## config.mk

```make
export PLATFORM = sky130hd
export DESIGN_NAME = board_io
export DESIGN_NICKNAME = d
export VERILOG_FILES = /design/src/logic/bus_pkg.sv /design/src/logic/io_map_pkg.sv /design/src/logic/spi_master.sv /design/src/logic/us_timer.sv /design/src/logic/io_regs.sv /design/src/logic/board_io.sv
export SDC_FILE = /design/constraint.sdc
export NUM_CORES = 1
export LEC_CHECK = 0
export ABC_AREA = 1
export ABC_CLOCK_PERIOD_IN_PS = 2130
export BUFFER_PORTS_ARGS = -buffer_cell sky130_fd_sc_hd__buf_2
export CELL_PAD_IN_SITES_DETAIL_PLACEMENT = 0
export CELL_PAD_IN_SITES_GLOBAL_PLACEMENT = 1
export CORE_ASPECT_RATIO = 1.75
export CORE_MARGIN = 4
export CORE_UTILIZATION = 38
export CTS_CLUSTER_SIZE = 28
export DETAILED_ROUTE_END_ITERATION = 16
export PLACE_DENSITY_LB_ADDON = 0.1
export SYNTH_ARGS = -nofsm -noshare
export SYNTH_HDL_FRONTEND = slang
export SYNTH_SLANG_ARGS = --single-unit
```

## constraint.sdc

```tcl
create_clock -name clk_48 -period 2.13 [get_ports clk_48]
set_input_delay 0.3195 -clock clk_48 [delete_from_list [all_inputs] [get_ports clk_48]]
set_output_delay 0.3195 -clock clk_48 [all_outputs]
set_load 0.02 [all_outputs]
```

## src/logic/bus_pkg.sv

```systemverilog
package bus_pkg;

    // ----------------------------------------------------------
    // Wishbone classic bus of the control block
    // ----------------------------------------------------------

    // Byte address inside the block
    localparam int wb_addr_w = 8;

    // One bus word, whole-word writes only
    localparam int wb_data_w = 32;

    typedef logic [wb_addr_w-1:0] wb_addr_t;
    typedef logic [wb_data_w-1:0] wb_data_t;

endpackage

```

## src/logic/io_map_pkg.sv

```systemverilog
package io_map_pkg;

    import bus_pkg::*;

    // ----------------------------------------------------------
    // Register map
    // ----------------------------------------------------------
    localparam wb_addr_t led_addr      = 8'h00;
    localparam wb_addr_t tmr_addr      = 8'h04;
    localparam wb_addr_t spi_ctrl_addr = 8'h20;
    localparam wb_addr_t spi_data_addr = 8'h24;

    typedef logic [2:0]  led_t;
    typedef logic [7:0]  spi_byte_t;
    typedef logic [31:0] tmr_t;

    // Bit 2 lit out of reset
    localparam led_t led_reset = 3'b100;

    // SPI control fields
    localparam int spi_cs_bit   = 0;
    localparam int spi_busy_bit = 1;

    // 48 MHz clock down to 1 us
    localparam int                   tmr_div      = 48;
    localparam int                   tmr_pre_w    = $clog2(tmr_div);
    localparam logic [tmr_pre_w-1:0] tmr_pre_last = tmr_pre_w'(tmr_div - 1);

endpackage

```

## src/logic/spi_master.sv

```systemverilog
`timescale 1ns/1ps

module spi_master import io_map_pkg::*; (
    input  logic      clk_48,
    input  logic      rst_n,
    input  logic      spi_load,
    input  spi_byte_t spi_load_data,
    input  logic      spi_miso,
    output logic      spi_clk,
    output logic      spi_mosi,
    output spi_byte_t spi_rx_data,
    output logic      spi_busy
);

    typedef enum logic [1:0] {
        idle,
        low,
        high
    } spi_phase_t;

    spi_phase_t phase;
    logic [2:0] bits_left;
    spi_byte_t  shreg;

    // ----------------------------------------------------------
    // Clock phases, mode 3
    // ----------------------------------------------------------
    always_ff @(posedge clk_48 or negedge rst_n) begin
        if (!rst_n) begin
            phase     <= idle;
            bits_left <= '0;
            spi_clk   <= 1'b1;
            spi_mosi  <= 1'b1;
        end else if (spi_load) begin
            // New byte always wins, even mid-transfer
            phase     <= low;
            bits_left <= 3'd7;
            spi_clk   <= 1'b0;
            spi_mosi  <= spi_load_data[7];
        end else begin
            case (phase)
                low: begin
                    spi_clk <= 1'b1;
                    phase   <= (bits_left == '0) ? idle : high;
                end
                high: begin
                    spi_clk   <= 1'b0;
                    spi_mosi  <= shreg[7];
                    bits_left <= bits_left - 1'b1;
                    phase     <= low;
                end
                default: begin
                    phase <= idle;
                end
            endcase
        end
    end

    // Out at the top, in at the bottom
    always_ff @(posedge clk_48) begin
        if (spi_load) begin
            shreg <= {spi_load_data[6:0], 1'b0};
        end else if (phase == low) begin
            // Sampled on the rising edge
            shreg[0] <= spi_miso;
        end else if (phase == high) begin
            shreg <= {shreg[6:0], 1'b0};
        end
    end

    assign spi_rx_data = shreg;

    // Drops as the clock returns high after bit 0
    assign spi_busy = (phase != idle);

endmodule

```

## src/logic/us_timer.sv

```systemverilog
`timescale 1ns/1ps

module us_timer import io_map_pkg::*; (
    input  logic clk_48,
    input  logic rst_n,
    output tmr_t tmr_count
);

    logic [tmr_pre_w-1:0] prescale;
    logic                 tick;

    // One pulse per microsecond
    assign tick = (prescale == tmr_pre_last);

    always_ff @(posedge clk_48 or negedge rst_n) begin
        if (!rst_n) begin
            prescale  <= '0;
            tmr_count <= '0;
        end else begin
            if (tick) begin
                prescale  <= '0;
                // Free running, wraps
                tmr_count <= tmr_count + 1'b1;
            end else begin
                prescale <= prescale + 1'b1;
            end
        end
    end

endmodule

```

## src/logic/io_regs.sv

```systemverilog
`timescale 1ns/1ps

module io_regs import bus_pkg::*, io_map_pkg::*; (
    input  logic      clk_48,
    input  logic      rst_n,
    input  logic      wb_cyc,
    input  logic      wb_stb,
    input  logic      wb_we,
    input  wb_addr_t  wb_adr,
    input  wb_data_t  wb_dat_w,
    input  spi_byte_t spi_rx_data,
    input  logic      spi_busy,
    input  tmr_t      tmr_count,
    output wb_data_t  wb_dat_r,
    output logic      wb_ack,
    output led_t      led,
    output logic      spi_cs,
    output logic      spi_load,
    output spi_byte_t spi_load_data
);

    wb_addr_t word_adr;
    logic     req;
    logic     wr;

    // Word aligned decode
    assign word_adr = {wb_adr[wb_addr_w-1:2], 2'b00};

    // New request, not yet acked
    assign req = wb_cyc && wb_stb && !wb_ack;
    assign wr  = req && wb_we;

    // ----------------------------------------------------------
    // Handshake and control registers
    // ----------------------------------------------------------
    always_ff @(posedge clk_48 or negedge rst_n) begin
        if (!rst_n) begin
            wb_ack <= 1'b0;
            led    <= led_reset;
            spi_cs <= 1'b1;
        end else begin
            wb_ack <= req;
            if (wr) begin
                case (word_adr)
                    led_addr: begin
                        led <= wb_dat_w[$bits(led_t)-1:0];
                    end
                    spi_ctrl_addr: begin
                        // Busy field is read only
                        spi_cs <= wb_dat_w[spi_cs_bit];
                    end
                    default: begin
                        led <= led;
                    end
                endcase
            end
        end
    end

    // Data register write starts a transfer
    assign spi_load      = wr && (word_adr == spi_data_addr);
    assign spi_load_data = wb_dat_w[$bits(spi_byte_t)-1:0];

    // ----------------------------------------------------------
    // Read data
    // ----------------------------------------------------------
    always_comb begin
        wb_dat_r = '0;
        case (word_adr)
            led_addr: begin
                wb_dat_r[$bits(led_t)-1:0] = led;
            end
            tmr_addr: begin
                wb_dat_r = tmr_count;
            end
            spi_ctrl_addr: begin
                wb_dat_r[spi_cs_bit]   = spi_cs;
                wb_dat_r[spi_busy_bit] = spi_busy;
            end
            spi_data_addr: begin
                wb_dat_r[$bits(spi_byte_t)-1:0] = spi_rx_data;
            end
            default: begin
                // Unmapped reads as zero
                wb_dat_r = '0;
            end
        endcase
    end

endmodule

```

## src/logic/board_io.sv

```systemverilog
`timescale 1ns/1ps

module board_io import bus_pkg::*, io_map_pkg::*; (
    input  logic     clk_48,
    input  logic     rst_n,
    input  logic     wb_cyc,
    input  logic     wb_stb,
    input  logic     wb_we,
    input  wb_addr_t wb_adr,
    input  wb_data_t wb_dat_w,
    input  logic     spi_miso,
    output wb_data_t wb_dat_r,
    output logic     wb_ack,
    output led_t     led,
    output logic     spi_cs,
    output logic     spi_clk,
    output logic     spi_mosi
);

    logic      spi_load;
    spi_byte_t spi_load_data;
    spi_byte_t spi_rx_data;
    logic      spi_busy;
    tmr_t      tmr_count;

    // ----------------------------------------------------------
    // Register block
    // ----------------------------------------------------------
    io_regs i_io_regs (
        .clk_48       (clk_48),
        .rst_n        (rst_n),
        .wb_cyc       (wb_cyc),
        .wb_stb       (wb_stb),
        .wb_we        (wb_we),
        .wb_adr       (wb_adr),
        .wb_dat_w     (wb_dat_w),
        .spi_rx_data  (spi_rx_data),
        .spi_busy     (spi_busy),
        .tmr_count    (tmr_count),
        .wb_dat_r     (wb_dat_r),
        .wb_ack       (wb_ack),
        .led          (led),
        .spi_cs       (spi_cs),
        .spi_load     (spi_load),
        .spi_load_data(spi_load_data)
    );

    // Config flash
    spi_master i_spi_master (
        .clk_48       (clk_48),
        .rst_n        (rst_n),
        .spi_load     (spi_load),
        .spi_load_data(spi_load_data),
        .spi_miso     (spi_miso),
        .spi_clk      (spi_clk),
        .spi_mosi     (spi_mosi),
        .spi_rx_data  (spi_rx_data),
        .spi_busy     (spi_busy)
    );

    us_timer i_us_timer (
        .clk_48   (clk_48),
        .rst_n    (rst_n),
        .tmr_count(tmr_count)
    );

endmodule

```

==> metrics.md, run 1 <==
| Metric | Value |
|---|---|
| Leakage | `2.026 nW` |
| Setup CP Type | `in -> out` |
| Layout area overhead | `22.88%` |
| Slew Limit Fails | `0` |
| Top FF cell, synth | `dfrtp_1` |
| Register area share after synthesis | `43.56%` |
| Worst Max-Slew Pin Slew | `0.6630 ns` |
| GR Overflow Total | `0` |
| Max Root-Sink Buffers | `2` |
| Worst setup EP type | `output pin` |
| Most common cell in the netlist | `nand2_1` |
| Number of fill cells | `923` |
| N_diodes | `0` |
| # Post-CTS Setup Buffers | `0` |
| Post-synth EDFFs | `7` |
| First-pass GRT wire length | `14430 microns` |
| I/O pins | `85` |
| Final instance area | `4193 sq um` |
| Sink Count | `58` |
| Mapped Cells | `446` |
| Drt wl/cell | `13.74 microns` |
| Post-route ant nets | `0` |
| Async S/R FF share, synth | `86.21%` |
| Clk_lat worst skew | `0.33 ns` |
| Die X | `79.63 microns` |
| Clock Skews | `0.005155 ns` |
| Avg Inst Size Synth | `7.650 sq um` |
| Via density | `4.700` |
| Worst EP required | `1.81 ns` |
| Post-DP Area | `3845 sq um` |
| Critical Path Start Type | `primary input` |
| Via count | `2994` |
| Final GP Congestion | `0.8047` |
| Vias in the first global route | `2988` |
| NumNets Final | `568` |
| CTS Buf Count | `9` |
| TritonRoute pass-1 iters | `4` |
| PostCTS Resize Cnt | `0` |
| CTS tree | `built` |
| Unrepaired setup endpoints after global routing | `false` |
| Total Wirelength | `8752 microns` |
| Seq cells post-synth | `58` |
| Largest net degree at the start of global routing | `51` |
| Setup violators final | `0` |
| Net Count, Synth | `499` |
| VDD IR max | `532.9 uV` |
| Cell area after synthesis | `3412 sq um` |
| Initial antenna violation count | `0` |
| 1st-iter DRT viols | `117` |
| # rows | `45` |
| Die Footprint | `10620 sq um` |
| Tcrit/Tclk final | `85.03%` |
| Total GRT Usage | `17.76%` |
| Synth cell types | `37` |
| Warnings from Yosys | `0` |
| Synth area leader | `dfrtp_1` |
| Post-route setup TNS | `0 ns` |
| Synth area leaders | `dfrtp_1 34%, nand2_1 14%, nor2_1 7.3%` |
| Fmax | `552.2 MHz` |
| Initial core utilization | `39.10%` |
| Tmin final | `1.811 ns` |
| Yosys top cell area share | `33.74%` |
| DP HPWL | `6892 microns` |
| Endpoints failing hold | `0` |
| Most common library cells after synthesis | `123 x nand2_1, 66 x nor2_1, 63 x inv_1, 46 x dfrtp_1, 30 x nand3_1` |
| Clk slew on worst S/H paths | `0.06 ns` |
| CTS Root Cell | `clkbuf_16` |
| Layout cell share with drive strength beyond 1 | `22.31%` |
| Crit Path Max Fanout | `21` |
| Hold/Removal Path Class | `in -> async` |
| Buffers added on ports | `58` |
| Core area | `8727 sq um` |
| H-tree levels | `3` |
| Post-CTS Hold Fix Bufs | `0` |
| Worst relative slew slack | `55.80%` |
| Status | `complete, no violations` |
| Reg2reg path depth | `7` |
| Pwr/cell area | `692.4 nW/um^2` |
| Max Cap Viol | `0` |
| Die Ht | `133.4 microns` |
| Worst EP arrival | `1.49 ns` |
| DRC violations left | `0` |
==> per-stage QoR <==
step / worst slack, ns / power [mW] / instances / util (%) / hold WS [ns]
after floorplan: 0.4308 / 1.196 / 446 / - / 0.02391
after global placement: 0.3110 / 1.252 / 621 / 44.06 / 0.4536
after detailed placement: 0.2964 / 1.253 / 621 / 44.06 / 0.4554
after CTS: 0.2982 / 2.927 / 637 / 48.04 / 0.1439
after global routing: 0.1757 / 2.990 / 637 / 48.04 / 0.1735
final: 0.3190 / 2.903 / 637 / 48.04 / 0.09955
==> placed cells by master (no fill, tap or decap), types with 2 or more instances in the layout <==
master        n
nand2_1     123
nor2_1       66
inv_1        63
buf_2        58
dfrtp_1      46
nand3_1      30
xor2_1       16
o21ai_0      16
nand4_1      10
clkbuf_16    10
nor2_2        8
nor2_4        8
ha_1          7
edfxtp_1      7
nand2_2       5
buf_4         5
a21oi_1       4
dfstp_2       4
o22ai_1       3
nand3_2       3
inv_2         2
nand4_2       2
nor3_1        2
and2_1        2
o21ai_1       2
clkinvlp_4    2
bufinv_16     2
==> worst paths after layout <==
check / endpoint / from / slack (ns)
min in group clk_48: i_spi_master.spi_mosi / wb_dat_w[7] / 0.21
setup reg to reg: i_us_timer.tmr_count[19] / i_us_timer.prescale[0] / 0.46
max in group asynchronous: i_us_timer.tmr_count[2] / rst_n / 1.58
hold / removal: i_us_timer.tmr_count[30] / rst_n / 0.1
hold reg to reg: i_us_timer.prescale[5] / i_us_timer.prescale[5] / 0.46
setup / recovery: wb_dat_r[12] / wb_adr[7] / 0.32
==> worst max-delay path, cell delays in order <==
cell and delay (ns):
buf_2 0.10, nor2_2 0.17, nand3_1 0.29, buf_4 0.31
nor2_1 0.11, buf_2 0.17
==> logic make-up (layout without fill, tap and decap cells) <==
logic type               count (synthesis)  count (layout)  share of synthesized area [%]
AO/OA/AOI/OAI                           29              29                          4.731
XOR/XNOR                                16              16                          4.107
adder cells (fa/ha/maj)                  7               7                          2.567
buffers and inverters                   71             145                          8.471
flip-flops                              58              58                          43.56
AND/OR/NAND/NOR                        265             265                          36.56
==> power breakdown <==
| group | internal [mW] | total, mW | switching (mW) |
|---|---|---|---|
| combinational | 0.0304 | 0.0901 | 0.0597 |
| clock | 1.13 | 1.67 | 0.544 |
| sequential | 1.13 | 1.14 | 0.00575 |
| total | 2.29 | 2.90 | 0.610 |
==> routing by layer <==
layer	vias up	GRT usage [%]	routed length, microns
li1	1538	-	-
met1	1375	18.56	3292
met2	64	33.26	4878
met3	17	3.045	331
met4	0	8.317	250
met5	-	0	0
==> sequential cells by signal, summed over array words and instances (netlist names) <==
name and count:
i_spi_master.phase 2, i_spi_master.bits_left 3, i_io_regs.spi_cs 1, i_spi_master.spi_clk 1, i_spi_master.spi_mosi 1, i_us_timer.tmr_count 32
i_io_regs.wb_ack 1, i_spi_master.spi_rx_data 8, i_us_timer.prescale 6, i_io_regs.led 3
==> cell type report <==
cell class / instances / area [sq um] / area share (%)
clock buffer: 11 / 264.0 / 6.297
clock inverter: 5 / 83.83 / 1.999
multi-input combinational: 317 / 1637 / 39.03
sequential: 58 / 1486 / 35.45
tap: 117 / 146.4 / 3.491
inverter: 66 / 247.7 / 5.909
timing repair buffer: 63 / 327.8 / 7.819
Power figures use the tool's default switching activity.
==> run 2: changes to the inputs <==
--- a/config.mk
+++ b/config.mk
@@ -5,14 +5,14 @@
 export SDC_FILE = /design/constraint.sdc
 export NUM_CORES = 1
 export LEC_CHECK = 0
-export ABC_AREA = 1
 export ABC_CLOCK_PERIOD_IN_PS = 2130
 export BUFFER_PORTS_ARGS = -buffer_cell sky130_fd_sc_hd__buf_2
 export CELL_PAD_IN_SITES_DETAIL_PLACEMENT = 0
 export CELL_PAD_IN_SITES_GLOBAL_PLACEMENT = 1
 export CORE_ASPECT_RATIO = 1.75
 export CORE_MARGIN = 4
-export CORE_UTILIZATION = 38
+export CORE_UTILIZATION = 41
+export CTS_CLUSTER_DIAMETER = 150
 export CTS_CLUSTER_SIZE = 28
 export DETAILED_ROUTE_END_ITERATION = 16
 export PLACE_DENSITY_LB_ADDON = 0.1
==> metrics.md, run 2 <==
| Metric | Value |
|---|---|
| Status | `complete, no violations` |
| Fmax | `486.5 MHz (-12%)` |
| Hold/Removal Path Class | `in -> reg` |
| Via density | `5.216 (+11%)` |
| Clk pwr share | `49.9% (-7.7 points)` |
| N_diodes | `0 (unchanged)` |
| Tcrit/Tclk final | `96.50% (+11 points)` |
| Bufs and invs on worst path | `3 (unchanged)` |
| Vias in the first global route | `2433 (-19%)` |
| 1st-iter DRT viols | `72 (-38%)` |
| Critical Path Start Type | `flop` |
| Max Cap Viol | `0 (unchanged)` |
| Synth area leaders | `dfrtp_1 36%, xor2_1 6.9%, edfxtp_1 6.6%` |
| Sink Count | `58 (unchanged)` |
| Seq cells post-synth | `58 (unchanged)` |
| Crit Path Max Fanout | `2 (-90%)` |
| Buffers added on ports | `58 (unchanged)` |
| Avg Inst Size Synth | `11.45 sq um (+50%)` |
| Synth cell types | `51 (+38%)` |
| H-tree levels | `3 (unchanged)` |
| Worst EP arrival | `1.74 ns (+0.25 ns)` |
| Most common library cells after synthesis | `46 x dfrtp_1, 27 x and2_1, 25 x xor2_1, 21 x nand2_1, 11 x inv_1` |
| Layout cell share with drive strength beyond 1 | `36.24% (+14 points)` |
| Most frequent cells in the layout | `58 x buf_2, 46 x dfrtp_1, 27 x and2_1` |
| Clock Skews | `0.003427 ns (-0.001728 ns)` |
| Worst Max-Slew Pin Slew | `0.5505 ns (-0.1125 ns)` |
| NetSw | `538.8 uW (-12%)` |
| Worst EP required | `1.81 ns (about the same)` |
| Comb pwr share | `4.2% (+1.1 points)` |
| VDD IR max | `437.7 uV (-18%)` |
| Leakage | `2.008 nW (-0.88%)` |
| GR Overflow Total | `0 (unchanged)` |
| Initial core utilization | `41.90% (+2.8 points)` |
| Switching Fraction | `21.68% (+0.68 points)` |
| Clk slew on worst S/H paths | `0.05 ns (about the same)` |
| Setup CP Type | `reg -> out` |
| Mapped Cells | `277 (-38%)` |
| Total Wirelength | `7230 microns (-17%)` |
| Drt wl/cell | `16.28 microns (+19%)` |
| Clk_lat worst skew | `0.33 ns (about the same)` |
| CTS Buf Count | `9 (unchanged)` |
| Crit path cell chain | `inv_2 > ha_2 > inv_1 > mux4_2 > and2_1 > buf_2` |
| Die X | `74.48 microns (-6.5%)` |
| Final core occ | `51.37% (+3.3 points)` |
| Async S/R FF share, synth | `86.21% (unchanged)` |
| Via count | `2316 (-23%)` |
| Final std cells w/o fill | `444 (-30%)` |
| Net Count, Synth | `330 (-34%)` |
| Max reg flops | `32 (unchanged)` |
| Reg power frac | `45.9% (+6.6 points)` |
| CTS tree | `built` |
| Crit path launch | `i_spi_master.phase[0]` |
| Hold Slack | `0.2044 ns (+0.1048 ns)` |
| Final GP Congestion | `0.7489 (-6.9%)` |
| Dpl cells | `424 (-32%)` |
| Worst relative slew slack | `63.30% (+7.5 points)` |
| Synth area leader | `dfrtp_1` |
| Tmin final | `2.055 ns (+0.2443 ns)` |
| # rows | `42 (-6.7%)` |
| Core area | `7567 sq um (-13%)` |
| Slew Limit Fails | `0 (unchanged)` |
| I/O pins | `85 (unchanged)` |
| Die Ht | `124.3 microns (-6.8%)` |
| Yosys top cell area share | `36.31% (+2.6 points)` |
| Post-synth EDFFs | `7 (unchanged)` |
| Setup violators final | `0 (unchanged)` |
| TritonRoute pass-1 iters | `4 (unchanged)` |
| First-pass GRT wire length | `11790 microns (-18%)` |
| Register with the most flip-flops | `i_us_timer.tmr_count` |
| Largest net degree at the start of global routing | `30 (-41%)` |
| Internal power | `1.947 mW (-15%)` |
| Family with the most delay on the worst path | `multiplexers` |
| Layout area overhead | `22.61%` |
| Most common cell in the netlist | `dfrtp_1` |
| Worst setup EP type | `output pin` |
| Initial antenna violation count | `0 (unchanged)` |
| Endpoints failing hold | `0 (unchanged)` |
| Pwr/cell area | `639.3 nW/um^2 (-7.7%)` |
| NumNets Final | `404 (-29%)` |
| Hold_sp | `wb_dat_w[7]` |
| Post-route ant nets | `0 (unchanged)` |
| Register area share after synthesis | `46.88% (+3.3 points)` |
| DRC violations left | `0 (unchanged)` |
| Total GRT Usage | `16.87% (-0.89 points)` |
| CTS Root Cell | `clkbuf_16` |
| CP max stage cell | `mux4_2` |
| Most common cell after layout, fill and taps aside | `buf_2` |
| Max incr delay on CP | `0.43 ns (+0.12 ns)` |
| Warnings from Yosys | `0 (unchanged)` |
| DP HPWL | `5123 microns (-26%)` |
| Cell area after synthesis | `3171 sq um (-7.1%)` |
| Die Footprint | `9259 sq um (-13%)` |
| Launching point of the worst reg2reg path | `i_us_timer.prescale[0]` |
| Max Root-Sink Buffers | `2 (unchanged)` |
| Top FF cell, synth | `dfrtp_1` |
==> run 2: final timing paths <==
kind	end	slack, ns	depth (start not counted)
max	wb_dat_r[1]	0.07	6
min	i_spi_master.spi_mosi	0.20	2
max reg2reg	i_us_timer.tmr_count[29]	0.21	6
min reg2reg	i_us_timer.tmr_count[31]	0.46	1
max in group asynchronous	i_io_regs.spi_cs	0.99	3
min in group asynchronous	i_us_timer.tmr_count[14]	0.51	2
==> run 2: per-layer routing <==
metal / vias up / wire, microns / GRT usage (%)
li1: 1122 / - / -
met1: 1128 / 2737 / 17.84
met2: 51 / 3996 / 29.24
met3: 15 / 251 / 3.393
met4: 0 / 244 / 10.27
met5: - / 0 / 0
==> run 2: cells by family (layout without fill, tap and decap cells) <==
| kind of cell | Yosys count | after routing | share of synthesized area, % |
|---|---|---|---|
| AOI/OAI and AO/OA | 13 | 13 | 2.841 |
| xor gates and xnor gates | 34 | 34 | 9.392 |
| adders and majority gates | 7 | 7 | 2.762 |
| buffers and inverters | 23 | 100 | 4.538 |
| DFF | 58 | 58 | 46.88 |
| muxes | 18 | 18 | 7.932 |
| and+or+nand+nor | 124 | 126 | 25.65 |
==> run 2: metrics by stage <==
step / area (sq um) / setup TNS [ns] / setup slack (ns) / power, mW
6_report: 3887 / 0 / 0.07465 / 2.485
5_1_grt: 3887 / -0.0005619 / -0.0005619 / 2.587
4_1_cts: 3855 / 0 / 0.01654 / 2.533
3_5_place_dp: 3591 / 0 / 0.03119 / 1.261
3_3_place_gp: 3591 / 0 / 0.03270 / 1.260
2_1_floorplan: 3171 / 0 / 0.2861 / 1.194
==> run 2: cell type report <==
class,instances,area (sq um)
clock buffers,11,232.7
clock inverters,5,21.27
fillers,722,3680
inverters,11,41.29
multi-input cells,198,1565
flip-flops and latches,58,1486
well taps,88,110.1
repair buffers,73,430.4
==> run 2: what timing repair did <==
| action | 4_1_cts | 5_1_grt |
|---|---|---|
| hold endpoints to repair | 21 | 0 |
| hold buffers | 1 | 0 |
| endpoints found under the setup margin | 0 | 27 |
| buffers inserted | 0 | 1 |
| gates resized for setup | 0 | 6 |
==> run 2: power groups by stage <==
stage | registers, mW | clock network (mW) | logic [mW]
2_1_floorplan | 1.16 | 0 | 0.0299
3_3_place_gp | 1.16 | 0 | 0.102
3_5_place_dp | 1.16 | 0 | 0.103
4_1_cts | 1.14 | 1.29 | 0.105
5_1_grt | 1.14 | 1.33 | 0.115
6_report | 1.14 | 1.24 | 0.105
